[config.mk]
export PLATFORM = sky130hd
export DESIGN_NAME = dbg_print_top
export DESIGN_NICKNAME = d
export VERILOG_FILES = /design/src/source/dbg_print_pkg.sv /design/src/source/dbg_print_top.sv /design/src/source/dump_sequencer.sv /design/src/source/print_fifo.sv /design/src/source/tx_port.sv
export SDC_FILE = /design/constraint.sdc
export NUM_CORES = 1
export LEC_CHECK = 0
export ABC_CLOCK_PERIOD_IN_PS = 10400
export BUFFER_PORTS_ARGS = -buffer_cell sky130_fd_sc_hd__buf_4
export CAP_MARGIN = 15
export CORE_UTILIZATION = 40
export DETAILED_ROUTE_END_ITERATION = 6
export PLACE_DENSITY = 0.75
export RECOVER_POWER = 50
export SKIP_LAST_GASP = 1
export SLEW_MARGIN = 20
export SYNTH_ARGS = -nofsm -noshare
export SYNTH_HDL_FRONTEND = slang
export SYNTH_HIERARCHICAL = 1
export SYNTH_SLANG_ARGS = --single-unit
[constraint.sdc]
create_clock -name clk -period 10.4 [get_ports clk]
set_clock_uncertainty 0.1 [all_clocks]
set_input_delay 1.04 -clock clk [delete_from_list [all_inputs] [get_ports clk]]
set_output_delay 1.04 -clock clk [all_outputs]
set_load 0.01 [all_outputs]
[src/source/dbg_print_pkg.sv]
package dbg_print_pkg;

    typedef logic [31:0] word_t;
    typedef logic [7:0]  char_t;
    typedef logic [7:0]  cmd_t;
    typedef logic [3:0]  field_idx_t;
    typedef logic [1:0]  char_idx_t;

    typedef enum logic {
        ITEM_CHAR = 1'b0,
        ITEM_WORD = 1'b1
    } item_kind_t;

    localparam field_idx_t NUM_FIELDS = 4'd9;

    localparam char_t ASCII_EQ = 8'h3D;
    localparam char_t ASCII_CR = 8'h0D;
    localparam char_t ASCII_LF = 8'h0A;

    // Label text without "=", packed left aligned, three characters max
    function automatic logic [23:0] label_text(field_idx_t field);
        case (field)
            4'd0:    return 24'h4E5043; // NPC
            4'd1:    return 24'h504300; // PC
            4'd2:    return 24'h495200; // IR
            4'd3:    return 24'h43544C; // CTL
            4'd4:    return 24'h410000; // A
            4'd5:    return 24'h420000; // B
            4'd6:    return 24'h494D4D; // IMM
            4'd7:    return 24'h590000; // Y
            default: return 24'h4D4452; // MDR
        endcase
    endfunction

    function automatic char_t label_char(field_idx_t field, char_idx_t idx);
        logic [23:0] text;
        text = label_text(field);
        return text[23 - 8 * idx -: 8];
    endfunction

    function automatic char_idx_t label_len(field_idx_t field);
        case (field)
            4'd1, 4'd2:       return 2'd2;
            4'd4, 4'd5, 4'd7: return 2'd1;
            default:          return 2'd3;
        endcase
    endfunction

endpackage

[src/source/dbg_print_top.sv]
`timescale 1ns/100ps

module dbg_print_top
    import dbg_print_pkg::*;
#(
    parameter int FIFO_DEPTH = 4
) (
    input  logic       clk,
    input  logic       rstn,
    input  cmd_t       sel_mode,
    input  cmd_t       cmd_print,
    input  word_t      npc,
    input  word_t      pc,
    input  word_t      ir,
    input  word_t      ctl,
    input  word_t      a,
    input  word_t      b,
    input  word_t      imm,
    input  word_t      y,
    input  word_t      mdr,
    input  logic       ack_tx,
    output logic       req_tx,
    output item_kind_t type_tx,
    output word_t      dout,
    output logic       finish
);

    logic       enable;
    logic       wr_en;
    item_kind_t wr_kind;
    word_t      wr_data;
    logic       wr_last;
    logic       flush;
    logic       rd_en;
    item_kind_t rd_kind;
    word_t      rd_data;
    logic       rd_last;
    logic       empty;
    logic       full;
    logic       dump_done;

    assign enable = (sel_mode == cmd_print);
    assign finish = dump_done;

    dump_sequencer u_seq (
        .clk(clk), .rstn(rstn), .enable(enable),
        .npc(npc), .pc(pc), .ir(ir), .ctl(ctl), .a(a), .b(b),
        .imm(imm), .y(y), .mdr(mdr),
        .full(full), .dump_done(dump_done),
        .wr_en(wr_en), .wr_kind(wr_kind), .wr_data(wr_data),
        .wr_last(wr_last), .flush(flush)
    );

    print_fifo #(.DEPTH(FIFO_DEPTH)) u_fifo (
        .clk(clk), .rstn(rstn), .flush(flush),
        .wr_en(wr_en), .wr_kind(wr_kind), .wr_data(wr_data), .wr_last(wr_last),
        .rd_en(rd_en), .rd_kind(rd_kind), .rd_data(rd_data), .rd_last(rd_last),
        .empty(empty), .full(full)
    );

    tx_port u_tx (
        .clk(clk), .rstn(rstn), .enable(enable),
        .rd_kind(rd_kind), .rd_data(rd_data), .rd_last(rd_last), .empty(empty),
        .ack_tx(ack_tx), .rd_en(rd_en), .req_tx(req_tx), .type_tx(type_tx),
        .dout(dout), .dump_done(dump_done)
    );

endmodule

[src/source/dump_sequencer.sv]
`timescale 1ns/100ps

module dump_sequencer
    import dbg_print_pkg::*;
(
    input  logic       clk,
    input  logic       rstn,
    input  logic       enable,
    input  word_t      npc,
    input  word_t      pc,
    input  word_t      ir,
    input  word_t      ctl,
    input  word_t      a,
    input  word_t      b,
    input  word_t      imm,
    input  word_t      y,
    input  word_t      mdr,
    input  logic       full,
    input  logic       dump_done,
    output logic       wr_en,
    output item_kind_t wr_kind,
    output word_t      wr_data,
    output logic       wr_last,
    output logic       flush
);

    typedef enum logic [2:0] {
        SEQ_IDLE,
        SEQ_LABEL,
        SEQ_EQ,
        SEQ_WORD,
        SEQ_CR,
        SEQ_LF,
        SEQ_WAIT
    } seq_state_t;

    seq_state_t state;
    field_idx_t field_idx;
    char_idx_t  char_idx;
    logic       enable_q;
    logic       emit;
    word_t      field_word;

    always_comb begin
        case (field_idx)
            4'd0:    field_word = npc;
            4'd1:    field_word = pc;
            4'd2:    field_word = ir;
            4'd3:    field_word = ctl;
            4'd4:    field_word = a;
            4'd5:    field_word = b;
            4'd6:    field_word = imm;
            4'd7:    field_word = y;
            default: field_word = mdr;
        endcase
    end

    always_comb begin
        emit    = 1'b1;
        wr_kind = ITEM_CHAR;
        wr_data = '0;
        wr_last = 1'b0;
        case (state)
            SEQ_LABEL: wr_data = word_t'(label_char(field_idx, char_idx));
            SEQ_EQ:    wr_data = word_t'(ASCII_EQ);
            SEQ_WORD: begin
                wr_kind = ITEM_WORD;
                wr_data = field_word; // Sampled as it enters the FIFO
            end
            SEQ_CR:    wr_data = word_t'(ASCII_CR);
            SEQ_LF: begin
                wr_data = word_t'(ASCII_LF);
                wr_last = 1'b1;
            end
            default:   emit = 1'b0;
        endcase
    end

    assign wr_en = emit && enable && !full;
    assign flush = enable_q && !enable; // Falling edge of enable

    always_ff @(posedge clk or negedge rstn) begin
        if (!rstn) begin
            state     <= SEQ_IDLE;
            field_idx <= '0;
            char_idx  <= '0;
            enable_q  <= 1'b0;
        end else begin
            enable_q <= enable;
            if (!enable) begin
                state     <= SEQ_IDLE;
                field_idx <= '0;
                char_idx  <= '0;
            end else begin
                case (state)
                    SEQ_IDLE: begin
                        state     <= SEQ_LABEL;
                        field_idx <= '0;
                        char_idx  <= '0;
                    end
                    SEQ_LABEL: if (wr_en) begin
                        if (char_idx == label_len(field_idx) - 2'd1) begin
                            state    <= SEQ_EQ;
                            char_idx <= '0;
                        end else begin
                            char_idx <= char_idx + 2'd1;
                        end
                    end
                    SEQ_EQ: if (wr_en) state <= SEQ_WORD;
                    SEQ_WORD: if (wr_en) begin
                        if (field_idx == NUM_FIELDS - 4'd1) begin
                            state <= SEQ_CR;
                        end else begin
                            field_idx <= field_idx + 4'd1;
                            state     <= SEQ_LABEL;
                        end
                    end
                    SEQ_CR: if (wr_en) state <= SEQ_LF;
                    SEQ_LF: if (wr_en) state <= SEQ_WAIT;
                    SEQ_WAIT: if (dump_done) begin // Next dump right away
                        state     <= SEQ_LABEL;
                        field_idx <= '0;
                        char_idx  <= '0;
                    end
                    default: state <= SEQ_IDLE;
                endcase
            end
        end
    end

    a_no_write_when_full: assert property (@(posedge clk) disable iff (!rstn)
        wr_en |-> !full);

    a_field_idx_range: assert property (@(posedge clk) disable iff (!rstn)
        field_idx <= NUM_FIELDS - 4'd1);

endmodule

[src/source/print_fifo.sv]
`timescale 1ns/100ps

module print_fifo
    import dbg_print_pkg::*;
#(
    parameter int DEPTH = 4
) (
    input  logic       clk,
    input  logic       rstn,
    input  logic       flush,
    input  logic       wr_en,
    input  item_kind_t wr_kind,
    input  word_t      wr_data,
    input  logic       wr_last,
    input  logic       rd_en,
    output item_kind_t rd_kind,
    output word_t      rd_data,
    output logic       rd_last,
    output logic       empty,
    output logic       full
);

    localparam int AW = $clog2(DEPTH);

    item_kind_t     kind_mem [DEPTH];
    word_t          data_mem [DEPTH];
    logic           last_mem [DEPTH];
    logic [AW-1:0]  wr_ptr;
    logic [AW-1:0]  rd_ptr;
    logic [AW:0]    count;

    assign empty = (count == '0);
    assign full  = (count == (AW + 1)'(DEPTH));

    // Head item straight from storage
    assign rd_kind = kind_mem[rd_ptr];
    assign rd_data = data_mem[rd_ptr];
    assign rd_last = last_mem[rd_ptr];

    always_ff @(posedge clk) begin
        if (wr_en && !full) begin
            kind_mem[wr_ptr] <= wr_kind;
            data_mem[wr_ptr] <= wr_data;
            last_mem[wr_ptr] <= wr_last;
        end
    end

    always_ff @(posedge clk or negedge rstn) begin
        if (!rstn) begin
            wr_ptr <= '0;
            rd_ptr <= '0;
            count  <= '0;
        end else if (flush) begin
            wr_ptr <= '0;
            rd_ptr <= '0;
            count  <= '0;
        end else begin
            if (wr_en && !full) wr_ptr <= wr_ptr + 1'b1; // Wraps at power of two
            if (rd_en && !empty) rd_ptr <= rd_ptr + 1'b1;
            case ({wr_en && !full, rd_en && !empty})
                2'b10:   count <= count + 1'b1;
                2'b01:   count <= count - 1'b1;
                default: count <= count;
            endcase
        end
    end

    a_no_overflow: assert property (@(posedge clk) disable iff (!rstn)
        wr_en |-> !full);

    a_no_underflow: assert property (@(posedge clk) disable iff (!rstn)
        rd_en |-> !empty);

endmodule

[src/source/tx_port.sv]
`timescale 1ns/100ps

module tx_port
    import dbg_print_pkg::*;
(
    input  logic       clk,
    input  logic       rstn,
    input  logic       enable,
    input  item_kind_t rd_kind,
    input  word_t      rd_data,
    input  logic       rd_last,
    input  logic       empty,
    input  logic       ack_tx,
    output logic       rd_en,
    output logic       req_tx,
    output item_kind_t type_tx,
    output word_t      dout,
    output logic       dump_done
);

    typedef enum logic {
        TX_IDLE,
        TX_REQ
    } tx_state_t;

    tx_state_t state;
    logic      last_q;
    logic      load;

    assign load   = (state == TX_IDLE) && enable && !empty;
    assign rd_en  = (state == TX_REQ) && enable && ack_tx; // Pop on the ack
    assign req_tx = (state == TX_REQ);

    always_ff @(posedge clk or negedge rstn) begin
        if (!rstn) begin
            state     <= TX_IDLE;
            dump_done <= 1'b0;
        end else begin
            dump_done <= 1'b0;
            if (!enable) begin
                state <= TX_IDLE; // Abort drops the request
            end else begin
                case (state)
                    TX_IDLE: if (!empty) state <= TX_REQ;
                    TX_REQ: if (ack_tx) begin
                        state     <= TX_IDLE;
                        dump_done <= last_q;
                    end
                    default: state <= TX_IDLE;
                endcase
            end
        end
    end

    always_ff @(posedge clk) begin
        if (load) begin
            dout    <= rd_data;
            type_tx <= rd_kind;
            last_q  <= rd_last;
        end
    end

    // Item held steady until the receiver takes it
    a_stable_while_req: assert property (@(posedge clk) disable iff (!rstn)
        (req_tx && !ack_tx) |=> ($stable(dout) && $stable(type_tx)));

endmodule

==> impl_metrics.yaml, run 1 <==
final_layout:
  final_cell_mix: "buf_4, edfxtp_1, a22oi_1"
  drive_above_1_share: 0.379
  n_fill_cell: 2102
  area_growth_pct: 31.3
  n_antenna_cell: 0
  final_common_cell: "buf_4"
  stdcell_count: 1415
  final_nets: 1400
logic_synthesis:
  synth_edf_count: 170
  synthArstFlopShare: 0.101
  yosysWarnings: 6
  avgSynthCellArea_sq_um: 12.8
  syn_area_sq_mm: 0.00991
  syn_nets: 1094
  seq_area_frac_synth: 0.563
  synthFlopType: "edfxtp_1"
  synth.distinct_cells: 65
  ys_ff_latch: 189
  netlist_instances: 774
floorplanning:
  initial_core_util: 0.408
  die_h_um: 159
  top_level_ports: 342
  rows: 57
  die_area_sq_mm: 0.0254
  die_w_um: 159
  coreArea_sq_mm: 0.0243
worst_setup_path:
  critPathTopFamily: "buffers and inverters"
  slowest_stage: "clkbuf_1"
  crit_top_cell: "o21ai_0"
  critPathArrivalTime_ns: 4.70
  end_kind: "flip-flop"
  cp.required_ns: 10.43
  cp_num_buf_inv: 2
  start_kind: "flip-flop"
  slowest_delay_ns: 1.56
  path_max_fanout: 40
  path_cells: "inv_1 -> ha_1 -> clkbuf_1 -> nor2b_1 -> o21ai_0 -> a221oi_1 -> o21ai_0 -> o311ai_0"
  crit_type: "reg -> reg"
clock_network:
  clock_latency_ns: 0.43
  clockBufferDepth: 2
  cts.sinks: 189
  cts_setup_buffers: 0
  root_buffer: "clkbuf_16"
  cts_tree: "done"
  cts_resized: 0
  htreeDepth: 4
  tritoncts.num_buffers: 17
  hold_buffers: 0
  cts.clk_slew.worst_paths_ns: 0.07
routing:
  dr.pass1.iters: 6
  wl_um: 32600
  drt_iter0_markers: 1013
  routed_via_density: 5.80
  ant_nets: 0
  remaining_drc_errors: 0
  vias: 8214
  wl_per_cell_um: 23.0
global_routing:
  grt_util_all_layers: 0.255
  antenna_found_initial: 0
  grt-ovfl-total: 0
  grt_pass1_vias: 8223
  grt_max_degree: 60
  grt_pass1_wl_um: 48400
timing:
  fmax_mhz: 214
  hold_violations: 0
  slew_viol_final: 138
  max_slew_margin: -0.529
  finalSetupViolCount: 0
  fin_crit_sh: 0.450
  min_period_ns: 4.67
  rsz0062_at_grt: "no"
  setup_tns_ns: 0
  max_slew.worst_pin.slew_ns: 2.29
pwr:
  power_frac_seq: 0.524
  power.density_mw_per_mm2: 120
  p_sw_frac: 0.207
  switching_power_uw: 322
  p_comb_frac: 0.077
  worst_ir_drop_vdd_mv: 0.0925
  p_int_mw: 1.24
  clkPwrFrac: 0.399
  power.leakage_nw: 4.95
run:
  max_cap_viol_count: 4
place:
  hpwl_um: 22800
  place_inst: 1385
  place_congestion: 0.950
  portBuffers: 341
min_path:
  hp-class: "reg -> reg"
outcome:
  status: "complete, but fails checks"
  violations: "max-capacitance violations, max-slew violations"
-- registers in the layout, indices dropped and copies added, names as in the netlist, 3 cells and up --
| signal | flops |
|---|---|
| u_fifo/data_mem | 128 |
| u_tx/dout | 32 |
| u_fifo/kind_mem | 4 |
| u_fifo/last_mem | 4 |
| u_seq/field_idx | 4 |
| u_fifo/count | 3 |
| u_seq/state | 3 |
-- final timing paths --
path	from	end	slack (ns)	cells past startpoint
min in group asynchronous	rstn	u_seq/field_idx[0]	0.69	1
max in group asynchronous	rstn	u_seq/field_idx[2]	8.72	1
worst min-delay path	u_tx/last_q	u_tx/dump_done	0.45	1
worst max-delay path	u_seq/field_idx[0]	u_fifo/data_mem[1][0]	5.73	8
worst max register to register	u_seq/field_idx[0]	u_fifo/data_mem[1][0]	5.73	8
worst min register to register	u_tx/last_q	u_tx/dump_done	0.45	1
-- logic make-up (layout without fill, tap and decap cells) --
group                    count (synthesis)  in the layout  synth area share
AO/OA/AOI/OAI                          223            223             0.156
adder cells (fa/ha/maj)                 14             14            0.0183
XOR/XNOR                                16             16            0.0141
multiplexers                            65             65             0.111
AND/OR/NAND/NOR                        183            183            0.0929
buffers and inverters                   84            401            0.0443
flip-flops                             189            189             0.563
-- power groups by stage --
stage	Clock (mW)	Combinational [mW]	Sequential [mW]
final	0.621	0.120	0.815
after global routing	0.655	0.129	0.815
after CTS	0.627	0.121	0.815
after detailed placement	0	0.121	0.832
after global placement	0	0.120	0.832
after floorplan	0	0.0208	0.832
-- worst reg2reg max path, stage by stage, from the launching register on --
cell	delay, ns
dfrtp_1	0.42
inv_1	0.15
ha_1	0.89
clkbuf_1	1.57
nor2b_1	0.44
o21ai_0	0.13
a221oi_1	0.32
o21ai_0	0.14
o311ai_0	0.21
-- final cells by class --
class                           count  area (sq um)  area share
Timing Repair Buffer              354          2500       0.192
Multi-Input combinational cell    501          3900       0.299
Clock inverter                     13           136      0.0105
Inverter                           17          68.8     0.00528
Tap cell                          324           405      0.0311
Sequential cell                   189          5590       0.429
Clock buffer                       17           425      0.0327
-- cells in the mapped netlist, types with 12 or more instances --
master	number	area, sq um
o21ai_0	21	105
ha_1	12	150
edfxtp_1	170	5100
buf_2	38	190
nand3_1	55	275
a22oi_1	82	616
nand2_1	43	161
inv_1	15	56.3
nor2_1	27	101
dfrtp_1	19	475
a221oi_1	18	158
mux2_2	19	214
mux4_2	34	766
a21oi_1	48	240
-- per-layer routing --
layer	wire length (um)	global-route usage	part of all wire
met1	13300	0.329	0.41
met2	16100	0.431	0.49
met3	2230	0.0479	0.068
met4	873	0.0900	0.027
met5	0	0	0
-- metrics by stage --
stage          instance area [sq um]   util  setup slack, ns  hold slack [ns]  total power, mW
6_report                       13000  0.535             5.73            0.447             1.56
5_1_grt                        13000  0.535             5.47            0.450             1.60
4_1_cts                        13200  0.542             7.21            0.372             1.56
3_5_place_dp                   12600  0.519             6.88            0.404            0.953
3_3_place_gp                   12600  0.519             6.95            0.421            0.952
2_1_floorplan                   9910      -             5.73            0.327            0.853
Note: power is estimated with default switching activity, not from simulation.
==> run 2, diff against run 1 <==
Settings changed: ABC_CLOCK_PERIOD_IN_PS 10400 to 4200, PLACE_DENSITY 0.75 to 0.78.
Clock period 10.4 ns to 4.2 ns, I/O delays scaled along.
==> run 2 against run 1 <==
The flow still finishes with violations (max-capacitance violations, max-slew violations). First-iteration DRC count down 2.1%. Flip-flop and latch count stayed put. Clock power grew to 2.6 times the previous value. Hold slack lost 0.23 ns. Worst setup slack lost 5.0 ns. Sequential power rose by 150%. Register-to-register slack lost 5.0 ns. Critical endpoint is now u_tx/dout[14]. Largest cell class unchanged.
==> impl_metrics.yaml, run 2 (same netlist as run 1, synthesis figures left out) <==
floorplanning:
  coreArea_sq_mm: 0.0243
  rows: 57
  die_area_sq_mm: 0.0254
  die_h_um: 159
  die_w_um: 159
  top_level_ports: 342
  initial_core_util: 0.408
worst_setup_path:
  cp.required_ns: 4.10
  path_max_fanout: 34
  end_kind: "flip-flop"
  crit_type: "in -> reg"
  worstSetupStartpoint: "cmd_print[4]"
  r2r-start: "u_seq/state[2]"
  start_kind: "input port"
  critPathArrivalTime_ns: 3.40
global_routing:
  grt-ovfl-total: 0
  grt_pass1_vias: 8199
  grt_max_degree: 58
  grt_pass1_wl_um: 48700
  grt_util_all_layers: 0.255
  antenna_found_initial: 0
pwr:
  worst_ir_drop_vdd_mv: 0.232
  clkPwrFrac: 0.410
  p_comb_frac: 0.076
  p_int_mw: 3.09
  power.density_mw_per_mm2: 300
  power_frac_seq: 0.514
  total_power_mw: 3.93
  switching_power_uw: 841
  p_sw_frac: 0.214
  power.leakage_nw: 5.00
timing:
  fin_crit_sh: 0.834
  hold_violations: 0
  fmax_mhz: 285
  max_slew_margin: -0.597
  slew_viol_final: 62
  min_period_ns: 3.50
  setup_tns_ns: 0
  hold_ws_ns: 0.218
  max_slew.worst_pin.slew_ns: 2.39
  finalSetupViolCount: 0
  rsz0062_at_grt: "no"
routing:
  dr.pass1.iters: 5
  wl_per_cell_um: 22.7
  routed_via_density: 5.82
  vias: 8289
  remaining_drc_errors: 0
  ant_nets: 0
  wl_um: 32400
  drt_iter0_markers: 992
min_path:
  hold_start: "ack_tx"
  hp-class: "in -> reg"
outcome:
  status: "complete, but fails checks"
  violations: "max-capacitance violations, max-slew violations"
final_layout:
  top_regs: "u_fifo/data_mem: 128 flops, u_tx/dout: 32 flops"
  area_growth_pct: 32.3
  drive_above_1_share: 0.385
  final_nets: 1407
  final_cell_mix: "buf_4, edfxtp_1, a22oi_1"
  n_antenna_cell: 0
  top_register: "u_fifo/data_mem"
  final_common_cell: "buf_4"
  largest_reg_flops: 128
clock_network:
  cts.clk_slew.worst_paths_ns: 0.07
  root_buffer: "clkbuf_16"
  cts_tree: "done"
  clockBufferDepth: 2
  cts.sinks: 189
  clock_latency_ns: 0.43
  tritoncts.num_buffers: 17
  htreeDepth: 4
place:
  place_congestion: 0.923
  hpwl_um: 22900
  portBuffers: 341
run:
  max_cap_viol_count: 2
run 2: cell count changes in the layout (fill, tap and decap cells not counted):
cell / previous run / this run
inv_2: 0 / 1
inv_8: 1 / 6
buf_4: 312 / 318
dlygate4sd3_1: 0 / 1
o21ai_1: 2 / 3
o21ai_0: 23 / 22
clkinv_8: 1 / 2
clkinv_4: 5 / 2
clkinv_1: 3 / 2
inv_6: 4 / 3
and2_0: 0 / 1
and2_1: 5 / 4
run 2: worst paths after layout:
check | endpoint | slack, ns | depth (start not counted)
max in group asynchronous | u_seq/field_idx[2] | 2.54 | 2
max reg2reg | u_fifo/data_mem[0][14] | 0.77 | 7
max | u_tx/dout[14] | 0.70 | 7
min | u_tx/req_tx | 0.22 | 3
min in group asynchronous | u_fifo/count[2] | 0.63 | 2
min reg2reg | u_tx/dump_done | 0.47 | 1
run 2: layer usage:
metal	share of wire	wire length, um	vias to the layer above	GRT usage
li1	-	-	3719	-
met1	0.41	13200	4073	0.335
met2	0.49	15800	450	0.426
met3	0.079	2540	47	0.0474
met4	0.025	810	0	0.0887
met5	0	0	-	0
run 2: area by class of cell:
cell class                 instances  area (sq um)
fill                            2136         11200
sequential                       189          5590
multi-input combinational        501          3900
timing repair buffer             361          2560
clock buffer                      17           425
tap                              324           405
clock inverter                    15           174
inverter                          17          68.8
run 2: what timing repair did:
action / CTS / global route
buffers inserted: 0 / 0
resized for setup: 0 / 0
hold buffers: 1 / 0
endpoints found under the hold margin: 19 / 0
run 2: worst max-delay path: stages:
cell	delay, ns
buf_4	0.11
xnor2_1	0.15
nand4_1	0.10
nor2_1	0.11
clkbuf_1	0.49
nor3b_1	0.26
clkbuf_1	1.73
run 2: power by group through the flow:
stage	logic [mW]	registers, mW	clock network, mW
floorplan	0.0515	2.06	0
global placement	0.296	2.06	0
detailed placement	0.298	2.06	0
CTS	0.300	2.02	1.64
global route	0.321	2.02	1.71
finish	0.299	2.02	1.61
run 2: per-stage QoR:
stage	std cells	area (sq um)	setup slack, ns	utilization
global route	1424	13100	0.407	0.539
CTS	1424	13300	1.01	0.546
global placement	1391	12700	1.19	0.521
floorplan	774	9910	0.153	-
detailed placement	1391	12700	1.04	0.521
finish	1424	13100	0.696	0.539
==> run 3, diff against run 2 <==
Settings changed: ABC_AREA set to 1, ABC_CLOCK_PERIOD_IN_PS 4200 to 2920, PLACE_DENSITY 0.78 to 0.77.
Clock period 4.2 ns to 2.92 ns, I/O delays scaled along.
==> run 3 against run 2 <==
The run now ends clean. Total power is 41% higher. Clock power is 34% higher. Area after synthesis is 6.5% higher. Register-to-register slack worse by 0.57 ns. Critical path type is now reg -> reg. Critical endpoint is now u_fifo/data_mem[1][30]. Largest cell class unchanged. Highest routed layer unchanged.
==> impl_metrics.yaml, run 3 <==
floorplanning:
  die_w_um: 164
  initial_core_util: 0.406
  top_level_ports: 342
  coreArea_sq_mm: 0.0260
  die_area_sq_mm: 0.0270
  rows: 59
  die_h_um: 164
outcome:
  status: "finished clean"
logic_synthesis:
  avgSynthCellArea_sq_um: 8.42
  yosysWarnings: 6
  synth_top_area_share: 0.484
  yosysMostFrequentCell: "nand2_1"
  syn_nets: 1573
  syn_area_sq_mm: 0.0106
  synthArstFlopShare: 0.101
  ys_ff_latch: 189
  seq_area_frac_synth: 0.529
  synthFlopType: "edfxtp_1"
  synth.distinct_cells: 39
  synth.area.top_cells: "edfxtp_1, nand2_1, nor2_1"
  netlist_instances: 1253
  synthTopCellsByCount: "nand2_1, nor2_1, edfxtp_1"
  yosysTopAreaCell: "edfxtp_1"
  synth_edf_count: 170
place:
  hpwl_um: 27300
  portBuffers: 341
  placed_area_sq_mm: 0.0134
  place_congestion: 0.989
clock_network:
  cts_setup_buffers: 0
  cts.clk_slew.worst_paths_ns: 0.07
  tritoncts.num_buffers: 17
  htreeDepth: 4
  clockBufferDepth: 2
  cts.sinks: 189
  root_buffer: "clkbuf_16"
  clock_latency_ns: 0.42
  cts_tree: "done"
timing:
  max_slew.worst_pin.slew_ns: 1.43
  min_period_ns: 2.72
  finalSetupViolCount: 0
  slew_viol_final: 0
  hold_violations: 0
  hold_ws_ns: 0.0293
  fin_crit_sh: 0.930
  rsz0062_at_grt: "no"
  setup_tns_ns: 0
  fmax_mhz: 368
  max_slew_margin: 0.0441
worst_setup_path:
  r2r-end: "u_fifo/data_mem[1][30]"
  end_kind: "flip-flop"
  cp.required_ns: 2.88
  r2r_setup_slack_ns: 0.20
  slowest_stage: "clkbuf_4"
  r2r-start: "u_seq/state[2]"
  critPathArrivalTime_ns: 2.68
  crit_type: "reg -> reg"
  r2r_cells: 9
  start_kind: "flip-flop"
  path_cells: "inv_2 -> ha_1 -> inv_1 -> nand2_1 -> nand3_1 -> inv_1 -> nand2_1 -> nor2_4 -> clkbuf_4"
  slowest_delay_ns: 0.54
  path_max_fanout: 34
pwr:
  power.density_mw_per_mm2: 400
  power.leakage_nw: 6.39
  total_power_mw: 5.52
  worst_ir_drop_vdd_mv: 0.433
min_path:
  hold_start: "ack_tx"
  hp-class: "in -> reg"
  holdPathStages: 4
  min_to: "u_tx/req_tx"
final_layout:
  largest_reg_flops: 128
  top_register: "u_fifo/data_mem"
  final_common_cell: "nand2_1"
  area_growth_pct: 30.7
  top_regs: "u_fifo/data_mem: 128 flops, u_tx/dout: 32 flops"
  final_cell_mix: "nand2_1, buf_4, nor2_1"
  fin_util: 0.531
  multi_input_area_sq_mm: 0.00420
  n_fill_cell: 2485
  fin_area_sq_mm: 0.0138
  final_nets: 1896
  register_area_sq_mm: 0.00558
  drive_above_1_share: 0.249
routing:
  dr.pass1.iters: 7
  wl_per_cell_um: 19.0
  routed_via_density: 5.27
  drt_iter0_markers: 972
  vias: 10200
  ant_nets: 0
  remaining_drc_errors: 0
  wl_um: 36600
run:
  max_cap_viol_count: 0
global_routing:
  grt-ovfl-total: 0
  grt_max_degree: 71
  grt_util_all_layers: 0.270
  grt_pass1_vias: 9562
  antenna_found_initial: 4
  grt_pass1_wl_um: 54000
[run 3: changes by cell type in the layout (fill, tap and decap cells not counted), moves of 31 or more]
cell	delta
nand3_1	+42
a22oi_1	-82
mux4_2	-34
o22ai_1	+31
nor2_1	+181
nand2_1	+293
o21ai_0	+68
inv_1	+75
[run 3: per-layer routing]
metal / routed length [um] / vias up / track usage
li1: - / 4846 / -
met1: 14500 / 4747 / 0.356
met2: 17600 / 499 / 0.429
met3: 2980 / 78 / 0.0495
met4: 1480 / 0 / 0.127
met5: 0 / - / 0
[run 3: critical path: cells and delay by family, from the launching register on]
kind	cells	cell delay (ns)
AND/OR/NAND/NOR	4	0.64
adder cells (fa/ha/maj)	1	0.28
flip-flops	1	0.51
buffers and inverters	4	0.79
[run 3: worst max path at each step]
| stage | from | to |
|---|---|---|
| after detailed placement | u_seq/field_idx[1] | u_fifo/data_mem[2][2] |
| after CTS | u_seq/field_idx[1] | u_fifo/data_mem[3][3] |
| final | u_seq/state[2] | u_fifo/data_mem[1][30] |
| after global routing | u_seq/state[2] | u_fifo/count[2] |
| after global placement | u_seq/field_idx[1] | u_fifo/data_mem[2][2] |
| after floorplan | cmd_print[1] | u_fifo/data_mem[0][0] |
[run 3: per-stage QoR]
stage,instances,setup slack [ns]
6_report,1929,0.203
5_1_grt,1928,0.0189
4_1_cts,1924,0.202
3_5_place_dp,1891,0.282
3_3_place_gp,1891,0.302
2_1_floorplan,1253,-0.291
[run 3: cell families (layout without fill, tap and decap cells)]
kind of cell,count (synthesis),after routing,share of synthesized area
compound gates,190,190,0.0967
other cells,0,5,0
buf+inv,162,498,0.0753
fa+ha+maj,13,13,0.0161
xor+xnor,1,1,0.000830
flops,189,189,0.529
simple gates,698,698,0.282
[run 3: power breakdown]
part / internal [mW] / switching [mW]
sequential: 2.91 / 0.00374
combinational: 0.295 / 0.154
clock: 1.13 / 1.03
total: 4.33 / 1.19
[run 3: repair_timing]
action                                  in CTS  in global routing
endpoints found under the setup margin       0                  4
endpoints found under the hold margin       19                  0
resized for setup                            0                  1
hold buffers                                 1                  0
[run 3: area by class of cell]
cell class,instances,area share
Antenna cell,5,0.000907
Clock buffer,19,0.0314
Clock inverter,13,0.00870
Inverter,97,0.0276
Multi-Input combinational cell,902,0.305
Sequential cell,189,0.404
Tap cell,335,0.0304
Timing Repair Buffer,369,0.192
